--- src/verilog/cpu16Pkg.sv ---
`default_nettype none

package cpu16Pkg;

  localparam int wordWidth    = 16;
  localparam int regAddrWidth = 4;
  localparam int opcodeWidth  = 4;

  // bit positions of the instruction fields
  localparam int opcodeLsb = 12;
  localparam int rdLsb     = 8;
  localparam int rsLsb     = 4;
  localparam int rtLsb     = 0;   // imm4 and imm8 start here as well
  localparam int imm4Width = 4;
  localparam int imm8Width = 8;

  typedef logic [wordWidth-1:0]    wordT;
  typedef logic [regAddrWidth-1:0] regAddrT;

  typedef enum logic [opcodeWidth-1:0] {
    opAdd = 4'h0,   // 0x0000 is ADD r0 and doubles as the no-op
    opSub = 4'h1,
    opXor = 4'h2,
    opLw  = 4'h8,
    opSw  = 4'h9,
    opLlb = 4'hA,
    opLhb = 4'hB,
    opHlt = 4'hF
  } opcodeT;

  typedef enum logic [1:0] {
    aluAdd,
    aluSub,
    aluXor
  } aluOpT;

endpackage

`default_nettype wire
--- src/verilog/cpu16.sv ---
`default_nettype none

module cpu16 #(
  parameter cpu16Pkg::wordT resetAddr = '0
) (
  input  wire                  clk,
  input  wire                  rstN,
  input  wire cpu16Pkg::wordT  imemData,
  input  wire cpu16Pkg::wordT  dmemRdData,
  output cpu16Pkg::wordT       imemAddr,
  output cpu16Pkg::wordT       dmemAddr,
  output cpu16Pkg::wordT       dmemWrData,
  output logic                 dmemWrEn,
  output logic                 dmemRdEn,
  output cpu16Pkg::wordT       pc,
  output logic                 hlt
);

  // IF/ID
  cpu16Pkg::wordT ifInst;
  cpu16Pkg::wordT ifPcInc;
  logic stall;

  // ID/EX
  cpu16Pkg::regAddrT exRs;
  cpu16Pkg::regAddrT exRt;
  cpu16Pkg::regAddrT exRd;
  cpu16Pkg::wordT exSrc1;
  cpu16Pkg::wordT exSrc2;
  cpu16Pkg::aluOpT exAluOp;
  cpu16Pkg::wordT exImm;
  cpu16Pkg::opcodeT exOpcode;
  logic exWriteReg;
  logic exMemRead;
  logic exMemWrite;

  // EX/MEM
  cpu16Pkg::wordT memResult;
  cpu16Pkg::wordT memStoreData;
  cpu16Pkg::regAddrT memRd;
  logic memWriteReg;
  logic memRead;
  logic memWrite;
  logic memHalt;

  // MEM/WB, feeding both the register file and forwarding
  logic wbEn;
  cpu16Pkg::regAddrT wbReg;
  cpu16Pkg::wordT wbData;

  assign pc = imemAddr;

  fetchStage #(.resetAddr(resetAddr)) u_fetch (
    .clk(clk), .rstN(rstN), .stall(stall), .imemData(imemData),
    .imemAddr(imemAddr), .ifInst(ifInst), .ifPcInc(ifPcInc)
  );

  decodeStage u_decode (
    .clk(clk), .rstN(rstN), .ifInst(ifInst), .ifPcInc(ifPcInc), .stall(stall),
    .wbEn(wbEn), .wbReg(wbReg), .wbData(wbData),
    .exRs(exRs), .exRt(exRt), .exRd(exRd), .exSrc1(exSrc1), .exSrc2(exSrc2),
    .exAluOp(exAluOp), .exImm(exImm), .exOpcode(exOpcode),
    .exWriteReg(exWriteReg), .exMemRead(exMemRead), .exMemWrite(exMemWrite)
  );

  executeStage u_execute (
    .clk(clk), .rstN(rstN),
    .exRs(exRs), .exRt(exRt), .exRd(exRd), .exSrc1(exSrc1), .exSrc2(exSrc2),
    .exAluOp(exAluOp), .exImm(exImm), .exOpcode(exOpcode),
    .exWriteReg(exWriteReg), .exMemRead(exMemRead), .exMemWrite(exMemWrite),
    .wbEn(wbEn), .wbReg(wbReg), .wbData(wbData),
    .memResult(memResult), .memStoreData(memStoreData), .memRd(memRd),
    .memWriteReg(memWriteReg), .memRead(memRead), .memWrite(memWrite), .memHalt(memHalt)
  );

  memWbStage u_memWb (
    .clk(clk), .rstN(rstN),
    .memResult(memResult), .memStoreData(memStoreData), .memRd(memRd),
    .memWriteReg(memWriteReg), .memRead(memRead), .memWrite(memWrite), .memHalt(memHalt),
    .dmemRdData(dmemRdData), .dmemAddr(dmemAddr), .dmemWrData(dmemWrData),
    .dmemWrEn(dmemWrEn), .dmemRdEn(dmemRdEn),
    .wbEn(wbEn), .wbReg(wbReg), .wbData(wbData), .hlt(hlt)
  );

endmodule

`default_nettype wire

--- src/verilog/memWbStage.sv ---
`default_nettype none

module memWbStage (
  input  wire                     clk,
  input  wire                     rstN,
  input  wire cpu16Pkg::wordT     memResult,
  input  wire cpu16Pkg::wordT     memStoreData,
  input  wire cpu16Pkg::regAddrT  memRd,
  input  wire                     memWriteReg,
  input  wire                     memRead,
  input  wire                     memWrite,
  input  wire                     memHalt,
  input  wire cpu16Pkg::wordT     dmemRdData,
  output cpu16Pkg::wordT          dmemAddr,
  output cpu16Pkg::wordT          dmemWrData,
  output logic                    dmemWrEn,
  output logic                    dmemRdEn,
  output logic                    wbEn,
  output cpu16Pkg::regAddrT       wbReg,
  output cpu16Pkg::wordT          wbData,
  output logic                    hlt
);

  // the data port is combinational, so it is driven straight from EX/MEM
  assign dmemAddr   = memResult;
  assign dmemWrData = memStoreData;
  assign dmemWrEn   = memWrite;
  assign dmemRdEn   = memRead;

  always_ff @(posedge clk) begin
    if (!rstN) begin
      wbEn <= 1'b0;
      hlt  <= 1'b0;
    end else begin
      wbEn <= memWriteReg;
      hlt  <= hlt | memHalt;   // sticky until the next reset
    end
  end

  always_ff @(posedge clk) begin
    wbReg  <= memRd;
    wbData <= memRead ? dmemRdData : memResult;
  end

  // decode never marks one instruction as both load and store
  noReadWrite: assert property (
    @(posedge clk) disable iff (!rstN)
    !(dmemWrEn && dmemRdEn)
  );

endmodule

`default_nettype wire

--- src/verilog/executeStage.sv ---
`default_nettype none

module executeStage (
  input  wire                     clk,
  input  wire                     rstN,
  input  wire cpu16Pkg::regAddrT  exRs,
  input  wire cpu16Pkg::regAddrT  exRt,
  input  wire cpu16Pkg::regAddrT  exRd,
  input  wire cpu16Pkg::wordT     exSrc1,
  input  wire cpu16Pkg::wordT     exSrc2,
  input  wire cpu16Pkg::aluOpT    exAluOp,
  input  wire cpu16Pkg::wordT     exImm,
  input  wire cpu16Pkg::opcodeT   exOpcode,
  input  wire                     exWriteReg,
  input  wire                     exMemRead,
  input  wire                     exMemWrite,
  input  wire                     wbEn,
  input  wire cpu16Pkg::regAddrT  wbReg,
  input  wire cpu16Pkg::wordT     wbData,
  output cpu16Pkg::wordT          memResult,
  output cpu16Pkg::wordT          memStoreData,
  output cpu16Pkg::regAddrT       memRd,
  output logic                    memWriteReg,
  output logic                    memRead,
  output logic                    memWrite,
  output logic                    memHalt
);

  cpu16Pkg::wordT src1;
  cpu16Pkg::wordT src2;
  cpu16Pkg::wordT aluOut;
  cpu16Pkg::wordT addr;
  cpu16Pkg::wordT result;
  logic fwd1Mem;
  logic fwd1Wb;
  logic fwd2Mem;
  logic fwd2Wb;
  logic memFwdOk;   // EX/MEM holds a non-load result for a real register

  assign memFwdOk = memWriteReg && !memRead && (memRd != '0);

  assign fwd1Mem = memFwdOk && (memRd == exRs);
  assign fwd2Mem = memFwdOk && (memRd == exRt);
  assign fwd1Wb  = wbEn && (wbReg != '0) && (wbReg == exRs);
  assign fwd2Wb  = wbEn && (wbReg != '0) && (wbReg == exRt);

  // the younger producer in EX/MEM wins over MEM/WB
  assign src1 = fwd1Mem ? memResult : fwd1Wb ? wbData : exSrc1;
  assign src2 = fwd2Mem ? memResult : fwd2Wb ? wbData : exSrc2;

  always_comb begin
    case (exAluOp)
      cpu16Pkg::aluSub: aluOut = src1 - src2;
      cpu16Pkg::aluXor: aluOut = src1 ^ src2;
      default:          aluOut = src1 + src2;   // wraps at 16 bits
    endcase
  end

  assign addr = {src1[cpu16Pkg::wordWidth-1:1], 1'b0} + exImm;   // word aligned base

  always_comb begin
    case (exOpcode)
      cpu16Pkg::opLw, cpu16Pkg::opSw: result = addr;
      cpu16Pkg::opLlb: result = {src2[15:8], exImm[7:0]};
      cpu16Pkg::opLhb: result = {exImm[7:0], src2[7:0]};
      default:         result = aluOut;
    endcase
  end

  always_ff @(posedge clk) begin
    if (!rstN) begin
      memWriteReg <= 1'b0;
      memRead     <= 1'b0;
      memWrite    <= 1'b0;
      memHalt     <= 1'b0;
    end else begin
      memWriteReg <= exWriteReg;
      memRead     <= exMemRead;
      memWrite    <= exMemWrite;
      memHalt     <= (exOpcode == cpu16Pkg::opHlt);
    end
  end

  always_ff @(posedge clk) begin
    memResult    <= result;
    memStoreData <= src2;   // SW data after forwarding
    memRd        <= exRd;
  end

  // r0 reaches the ALU as zero whatever EX/MEM and MEM/WB are holding
  noFwdFromR0: assert property (
    @(posedge clk) disable iff (!rstN)
    !(exRs == '0 && src1 != '0) && !(exRt == '0 && src2 != '0)
  );

endmodule

`default_nettype wire

--- src/verilog/decodeStage.sv ---
`default_nettype none

module decodeStage (
  input  wire                     clk,
  input  wire                     rstN,
  input  wire cpu16Pkg::wordT     ifInst,
  input  wire cpu16Pkg::wordT     ifPcInc,
  output logic                    stall,
  input  wire                     wbEn,
  input  wire cpu16Pkg::regAddrT  wbReg,
  input  wire cpu16Pkg::wordT     wbData,
  output cpu16Pkg::regAddrT       exRs,
  output cpu16Pkg::regAddrT       exRt,
  output cpu16Pkg::regAddrT       exRd,
  output cpu16Pkg::wordT          exSrc1,
  output cpu16Pkg::wordT          exSrc2,
  output cpu16Pkg::aluOpT         exAluOp,
  output cpu16Pkg::wordT          exImm,
  output cpu16Pkg::opcodeT        exOpcode,
  output logic                    exWriteReg,
  output logic                    exMemRead,
  output logic                    exMemWrite
);

  cpu16Pkg::opcodeT opcode;
  cpu16Pkg::regAddrT rd;
  cpu16Pkg::regAddrT rs;
  cpu16Pkg::regAddrT rt;
  cpu16Pkg::regAddrT src2Idx;
  cpu16Pkg::wordT rdData1;
  cpu16Pkg::wordT rdData2;
  cpu16Pkg::wordT imm;
  cpu16Pkg::aluOpT aluOp;
  logic [cpu16Pkg::imm4Width-1:0] imm4;
  logic [cpu16Pkg::imm8Width-1:0] imm8;
  logic writeReg;
  logic memRead;
  logic memWrite;
  logic usesRs;
  logic usesSrc2;
  logic src2FromRd;   // SW, LLB and LHB read rd through the second port

  assign opcode = cpu16Pkg::opcodeT'(ifInst[cpu16Pkg::opcodeLsb +: cpu16Pkg::opcodeWidth]);
  assign rd     = ifInst[cpu16Pkg::rdLsb +: cpu16Pkg::regAddrWidth];
  assign rs     = ifInst[cpu16Pkg::rsLsb +: cpu16Pkg::regAddrWidth];
  assign rt     = ifInst[cpu16Pkg::rtLsb +: cpu16Pkg::regAddrWidth];
  assign imm4   = ifInst[cpu16Pkg::rtLsb +: cpu16Pkg::imm4Width];
  assign imm8   = ifInst[cpu16Pkg::rtLsb +: cpu16Pkg::imm8Width];

  always_comb begin
    writeReg   = 1'b0;
    memRead    = 1'b0;
    memWrite   = 1'b0;
    usesRs     = 1'b0;
    usesSrc2   = 1'b0;
    src2FromRd = 1'b0;
    aluOp      = cpu16Pkg::aluAdd;
    case (opcode)
      cpu16Pkg::opAdd, cpu16Pkg::opSub, cpu16Pkg::opXor: begin
        writeReg = 1'b1;
        usesRs   = 1'b1;
        usesSrc2 = 1'b1;
        if (opcode == cpu16Pkg::opSub) aluOp = cpu16Pkg::aluSub;
        if (opcode == cpu16Pkg::opXor) aluOp = cpu16Pkg::aluXor;
      end
      cpu16Pkg::opLw: begin
        writeReg = 1'b1;
        memRead  = 1'b1;
        usesRs   = 1'b1;
      end
      cpu16Pkg::opSw: begin
        memWrite   = 1'b1;
        usesRs     = 1'b1;
        usesSrc2   = 1'b1;
        src2FromRd = 1'b1;
      end
      cpu16Pkg::opLlb, cpu16Pkg::opLhb: begin
        writeReg   = 1'b1;
        usesSrc2   = 1'b1;
        src2FromRd = 1'b1;
      end
      default: ;   // HLT and unused codes carry no control
    endcase
  end

  assign src2Idx = src2FromRd ? rd : rt;

  // memory ops take imm4 as a signed word offset, the byte loads take imm8 as is
  assign imm = (memRead || memWrite)
             ? {{(cpu16Pkg::wordWidth - cpu16Pkg::imm4Width - 1){imm4[cpu16Pkg::imm4Width-1]}},
                imm4, 1'b0}
             : {{(cpu16Pkg::wordWidth - cpu16Pkg::imm8Width){1'b0}}, imm8};

  // load in ID/EX whose target is needed right away
  assign stall = exMemRead && (exRd != '0) &&
                 ((usesRs && exRd == rs) || (usesSrc2 && exRd == src2Idx));

  regFile u_regFile (
    .clk     (clk),
    .rstN    (rstN),
    .rdAddr1 (rs),
    .rdAddr2 (src2Idx),
    .rdData1 (rdData1),
    .rdData2 (rdData2),
    .wrEn    (wbEn),
    .wrAddr  (wbReg),
    .wrData  (wbData)
  );

  always_ff @(posedge clk) begin
    if (!rstN || stall) begin   // a stall sends a bubble into execute
      exWriteReg <= 1'b0;
      exMemRead  <= 1'b0;
      exMemWrite <= 1'b0;
      exOpcode   <= cpu16Pkg::opAdd;
      exAluOp    <= cpu16Pkg::aluAdd;
    end else begin
      exWriteReg <= writeReg;
      exMemRead  <= memRead;
      exMemWrite <= memWrite;
      exOpcode   <= opcode;
      exAluOp    <= aluOp;
    end
  end

  always_ff @(posedge clk) begin
    exRs   <= rs;
    exRt   <= src2Idx;
    exRd   <= rd;
    exSrc1 <= rdData1;
    exSrc2 <= rdData2;
    exImm  <= imm;
  end

  // the bubble removes the load hazard, so one stall cycle is always enough
  stallOneCycle: assert property (
    @(posedge clk) disable iff (!rstN)
    stall |=> !stall
  );

  // fetch keeps IF/ID intact while decode stalls
  ifIdHeld: assert property (
    @(posedge clk) disable iff (!rstN)
    stall |=> $stable(ifInst) && $stable(ifPcInc)
  );

endmodule

`default_nettype wire

--- src/verilog/regFile.sv ---
`default_nettype none

module regFile (
  input  wire                     clk,
  input  wire                     rstN,
  input  wire cpu16Pkg::regAddrT  rdAddr1,
  input  wire cpu16Pkg::regAddrT  rdAddr2,
  output cpu16Pkg::wordT          rdData1,
  output cpu16Pkg::wordT          rdData2,
  input  wire                     wrEn,
  input  wire cpu16Pkg::regAddrT  wrAddr,
  input  wire cpu16Pkg::wordT     wrData
);

  cpu16Pkg::wordT regs [2**cpu16Pkg::regAddrWidth];
  logic           wrLive;

  // a write to r0 is dropped here and on the bypass path
  assign wrLive = wrEn && (wrAddr != '0);

  always_ff @(posedge clk) begin
    if (!rstN) begin
      for (int i = 0; i < 2**cpu16Pkg::regAddrWidth; i++) begin
        regs[i] <= '0;   // the byte merges of LLB/LHB start from a known zero
      end
    end else if (wrLive) begin
      regs[wrAddr] <= wrData;
    end
  end

  // write before read, so the value written back this cycle is seen by decode
  always_comb begin
    if (rdAddr1 == '0)                       rdData1 = '0;
    else if (wrLive && wrAddr == rdAddr1)    rdData1 = wrData;
    else                                     rdData1 = regs[rdAddr1];
  end

  always_comb begin
    if (rdAddr2 == '0)                       rdData2 = '0;
    else if (wrLive && wrAddr == rdAddr2)    rdData2 = wrData;
    else                                     rdData2 = regs[rdAddr2];
  end

endmodule

`default_nettype wire

--- src/verilog/fetchStage.sv ---
`default_nettype none

module fetchStage #(
  parameter cpu16Pkg::wordT resetAddr = '0
) (
  input  wire                  clk,
  input  wire                  rstN,
  input  wire                  stall,
  input  wire cpu16Pkg::wordT  imemData,
  output cpu16Pkg::wordT       imemAddr,
  output cpu16Pkg::wordT       ifInst,
  output cpu16Pkg::wordT       ifPcInc
);

  cpu16Pkg::wordT pcReg;
  cpu16Pkg::wordT pcNext;
  cpu16Pkg::opcodeT fetchOp;
  logic fetchedHlt;   // HLT has been latched into IF/ID and fetch is frozen
  logic advance;

  assign imemAddr = pcReg;
  assign pcNext   = pcReg + cpu16Pkg::wordT'(2);
  assign fetchOp  = cpu16Pkg::opcodeT'(imemData[cpu16Pkg::opcodeLsb +: cpu16Pkg::opcodeWidth]);

  // the PC moves past the HLT once and then holds there
  assign advance = !stall && !fetchedHlt;

  always_ff @(posedge clk) begin
    if (!rstN) begin
      pcReg      <= resetAddr;
      fetchedHlt <= 1'b0;
      ifInst     <= '0;   // IF/ID starts out holding a no-op
    end else if (advance) begin
      pcReg      <= pcNext;
      fetchedHlt <= (fetchOp == cpu16Pkg::opHlt);
      ifInst     <= imemData;
    end
  end

  always_ff @(posedge clk) begin
    if (advance) begin
      ifPcInc <= pcNext;
    end
  end

  // a load-use stall must freeze the fetch address for that cycle
  pcHoldOnStall: assert property (
    @(posedge clk) disable iff (!rstN)
    stall |=> $stable(pcReg)
  );

endmodule

`default_nettype wire

--- config.mk ---
export PLATFORM = sky130hd
export DESIGN_NAME = cpu16
export DESIGN_NICKNAME = d
export VERILOG_FILES = /design/src/verilog/cpu16Pkg.sv /design/src/verilog/cpu16.sv /design/src/verilog/memWbStage.sv /design/src/verilog/executeStage.sv /design/src/verilog/decodeStage.sv /design/src/verilog/regFile.sv /design/src/verilog/fetchStage.sv
export SDC_FILE = /design/constraint.sdc
export NUM_CORES = 1
export LEC_CHECK = 0
export BUFFER_PORTS_ARGS = -buffer_cell sky130_fd_sc_hd__buf_4
export CAP_MARGIN = 10
export CORE_ASPECT_RATIO = 0.7
export CORE_UTILIZATION = 57
export CTS_BUF_LIST = sky130_fd_sc_hd__clkbuf_2
export CTS_CLUSTER_DIAMETER = 80
export DETAILED_ROUTE_END_ITERATION = 16
export GPL_TIMING_DRIVEN = 1
export HOLD_SLACK_MARGIN = 0.05
export PLACE_DENSITY_LB_ADDON = 0.1
export SLEW_MARGIN = 20
export SYNTH_ARGS = -nofsm -noshare
export SYNTH_HDL_FRONTEND = slang
export SYNTH_SLANG_ARGS = --single-unit
--- constraint.sdc ---
create_clock -name clk -period 5.9 [get_ports clk]
set_input_delay 0.885 -clock clk [delete_from_list [all_inputs] [get_ports clk]]
set_output_delay 0.885 -clock clk [all_outputs]
set_load 0.05 [all_outputs]
==> flow_metrics.py <==
metrics = {
    "clock_tree": {
        "clockBufferDepth": 3,
        "cts_resized": 0,
        "clkSlewWorstSetupHoldPaths_ns": 0.11,
        "postCtsSetupBuffers": 0,
        "cts_tree": "yes",
        "holdBufCountCts": 32,
        "htree_num_levels": 3,
        "clk_latency_ns": 1.08,
        "root_buffer": "clkbuf_2",
        "numCtsBuffers": 101,
        "clkSinkCount": 416,
    },
    "floorplanning": {
        "die-area_mm2": 0.03991,
        "die_w_um": 238.4,
        "die_height_um": 167.4,
        "core-area_mm2": 0.03844,
        "num_rows": 60,
        "initial_utilization_pct": 57.99,
        "io_pins": 101,
    },
    "sta": {
        "layout_setup_ws_ns": 0.3066,
        "finalSetupViolations": 0,
        "drv_slew": 0,
        "fmax_mhz": 178.8,
        "rsz0062_at_grt": "false",
        "fin_crit_sh_pct": 94.80,
        "worst_pin_slew_ns": 1.177,
        "finalCriticalPeriod_ns": 5.593,
        "finalHoldViolations": 0,
        "fin_skew_ns": 0.06614,
        "tns_ns": 0,
        "relSlewSlack_pct": 21.53,
    },
    "power_and_ir_drop": {
        "power.density_mw_per_mm2": 324.4,
        "p_int_w": 0.004949,
        "seq_power_share_pct": 49.3,
        "switchingPower_w": 0.003051,
        "swShare_pct": 38.14,
        "ir_worst_vdd_v": 0.0002695,
        "power.leakage_nw": 9.599,
        "power.total_w": 0.008000,
        "p_comb_share_pct": 26.0,
        "pwr-share-clk_pct": 24.7,
    },
    "routing": {
        "avgRoutedWirePerCell_um": 23.75,
        "via_per_inst": 6.160,
        "drt_wl_total_um": 67560,
        "vias": 17520,
        "drcViolationCount": 0,
        "drt_iter0_drc": 2017,
        "antenna_left": 0,
        "drtPass1Iterations": 6,
    },
    "worst_setup_path": {
        "critPathArrivalTime_ns": 6.51,
        "r2r_slack_ns": 0.31,
        "rr_startpoint": "u_execute.memRd[1]$_DFF_P_",
        "start_kind": "flip-flop",
        "critPathKind": "reg2reg",
        "r2r-end": "u_execute.memResult[15]$_DFF_P_",
        "reg2reg_depth": 16,
        "cp-end-kind": "flip-flop",
        "critPathMaxFanout": 19,
        "cp.required_ns": 6.81,
    },
    "synthesis": {
        "postSynthAreaPerCell_um2": 10.48,
        "ys_ff_latch": 416,
        "yosysSeqAreaShare_pct": 48.86,
        "ys_warn_count": 0,
        "synthCells": 2127,
        "syn-cell-area_mm2": 0.02229,
        "async_reset_ff_share_pct": 0,
        "ys_types": 76,
        "synth-edff-count": 256,
        "synthFlopType": "edfxtp_1",
    },
    "global_route": {
        "grt_use_total_pct": 33.75,
        "antenna_found_initial": 2,
        "grt_first_pass_wirelength_um": 99740,
        "first_global_vias": 16418,
        "overflow": 0,
        "grt_max_degree": 64,
    },
    "place": {
        "dp_hpwl_um": 43790,
        "gp_congestion": 0.9198,
        "dp_slack_ns": 0.5400,
        "numPortBuffers": 98,
    },
    "run_status": {
        "status": "completed",
    },
    "layout": {
        "final_cell_mix": "nand2_1, edfxtp_1, and2_1",
        "syn2layout_area_growth_pct": 10.63,
        "fin_nets": 2310,
        "drive_gt1_share_pct": 19.35,
        "mostFrequentLayoutCell": "nand2_1",
    },
    "worst_hold_path": {
        "worstHoldPathCells": 2,
        "hold_start": "rstN",
        "hp-class": "in2reg",
        "holdPathEnd": "u_fetch.imemAddr[13]$_SDFFE_PN0P_",
    },
    "run": {
        "cap_violations": 0,
    },
}
-- critical path, stage by stage, from the launching register on --
cell and delay, ns:
dfxtp_1 0.38, or4_4 0.56, nand3b_4 0.21, or2_1 0.69, a31oi_1 0.42, or3_4 0.52
o41ai_1 0.66, xor2_1 0.15, ha_1 0.37, or2_2 0.31, a21oi_1 0.16, a31oi_1 0.08
a31o_2 0.30, a21o_1 0.18, a31oi_1 0.17, and4b_1 0.23, a211oi_2 0.04
-- flip-flops by register name, summed over array words and instances, names as in the netlist, 2 cells and up, named ones only --
register	count
u_decode.exSrc1	16
u_memWb.wbReg	4
u_decode.exImm	9
u_decode.exAluOp	2
u_decode.exRd	4
u_decode.exRs	4
u_decode.exSrc2	16
u_fetch.ifInst	16
u_fetch.imemAddr	15
u_decode.u_regFile.regs	256
u_execute.memRd	4
u_decode.exOpcode	4
u_decode.exRt	4
u_execute.memResult	16
u_memWb.wbData	16
u_execute.memStoreData	16
-- synth_stat cells, drive strengths merged, types with 57 or more instances --
library cell,number,area [µm²]
and2,251,1570
nand3,90,450.4
dfxtp,160,3203
o21ai,67,339.1
edfxtp,256,7687
buf,67,376.6
clkbuf,118,456.7
mux4,80,1802
nor2,120,450.4
a21oi,80,400.4
mux2i,57,586.8
nand2,310,1164
-- final cells by class --
class                           count  area [µm²]
Inverter                           34       130.1
Multi-Input combinational cell   1509       10580
Fill cell                        3189       13780
Timing Repair Buffer              180        1451
Clock inverter                     36       236.5
Clock buffer                      140       700.7
Antenna cell                        2       5.005
Sequential cell                   416       10900
Tap cell                          527       659.4
-- worst max path at each step --
stage / from / end / slack [ns] / depth (start not counted)
floorplan: u_execute.memRead$_SDFF_PN0_ / u_execute.memResult[15]$_DFF_P_ / 1.53 / 19
finish: u_execute.memRd[1]$_DFF_P_ / u_execute.memResult[15]$_DFF_P_ / 0.31 / 16
detailed placement: u_execute.memRd[1]$_DFF_P_ / u_execute.memResult[15]$_DFF_P_ / 0.54 / 18
global route: u_execute.memRd[1]$_DFF_P_ / u_execute.memResult[15]$_DFF_P_ / 0.03 / 18
CTS: u_execute.memRd[1]$_DFF_P_ / u_execute.memResult[15]$_DFF_P_ / 0.48 / 18
global placement: u_execute.memRd[1]$_DFF_P_ / u_execute.memResult[15]$_DFF_P_ / 0.62 / 18
-- power by group through the flow --
stage	sequential [W]	clock [W]	combinational, W
after floorplan	0.00383	0	0.00142
after global placement	0.00397	0	0.00201
after detailed placement	0.00398	0	0.00203
after CTS	0.00392	0.00201	0.00205
after global routing	0.00397	0.00216	0.00222
final	0.00394	0.00198	0.00208
-- cell families after synthesis --
family	synth area share (%)
buffers and inverters	4.311
multiplexers	11.78
adder cells (fa/ha/maj)	1.976
flip-flops	48.86
other	0.01682
AND/OR/NAND/NOR	20.22
XOR/XNOR	3.340
AO/OA/AOI/OAI	9.498
-- through the flow --
step	utilization [%]	cell area (µm²)	cells	hold slack (ns)
after floorplan	-	22350	2144	0.3308
after global placement	60.81	23370	2633	0.3362
after detailed placement	60.81	23370	2633	0.3421
after CTS	64.09	24630	2841	0.1412
after global routing	64.15	24660	2843	0.1409
final	64.15	24660	2844	0.2701
-- metal layers --
layer / GRT usage [%] / share of wire [%] / up-vias
li1: - / - / 7878
met1: 48.89 / 42 / 8424
met2: 49.46 / 43 / 1075
met3: 9.594 / 12 / 141
met4: 9.560 / 2.5 / 2
met5: 0 / 0.019 / -
Power figures use the tool's default switching activity.
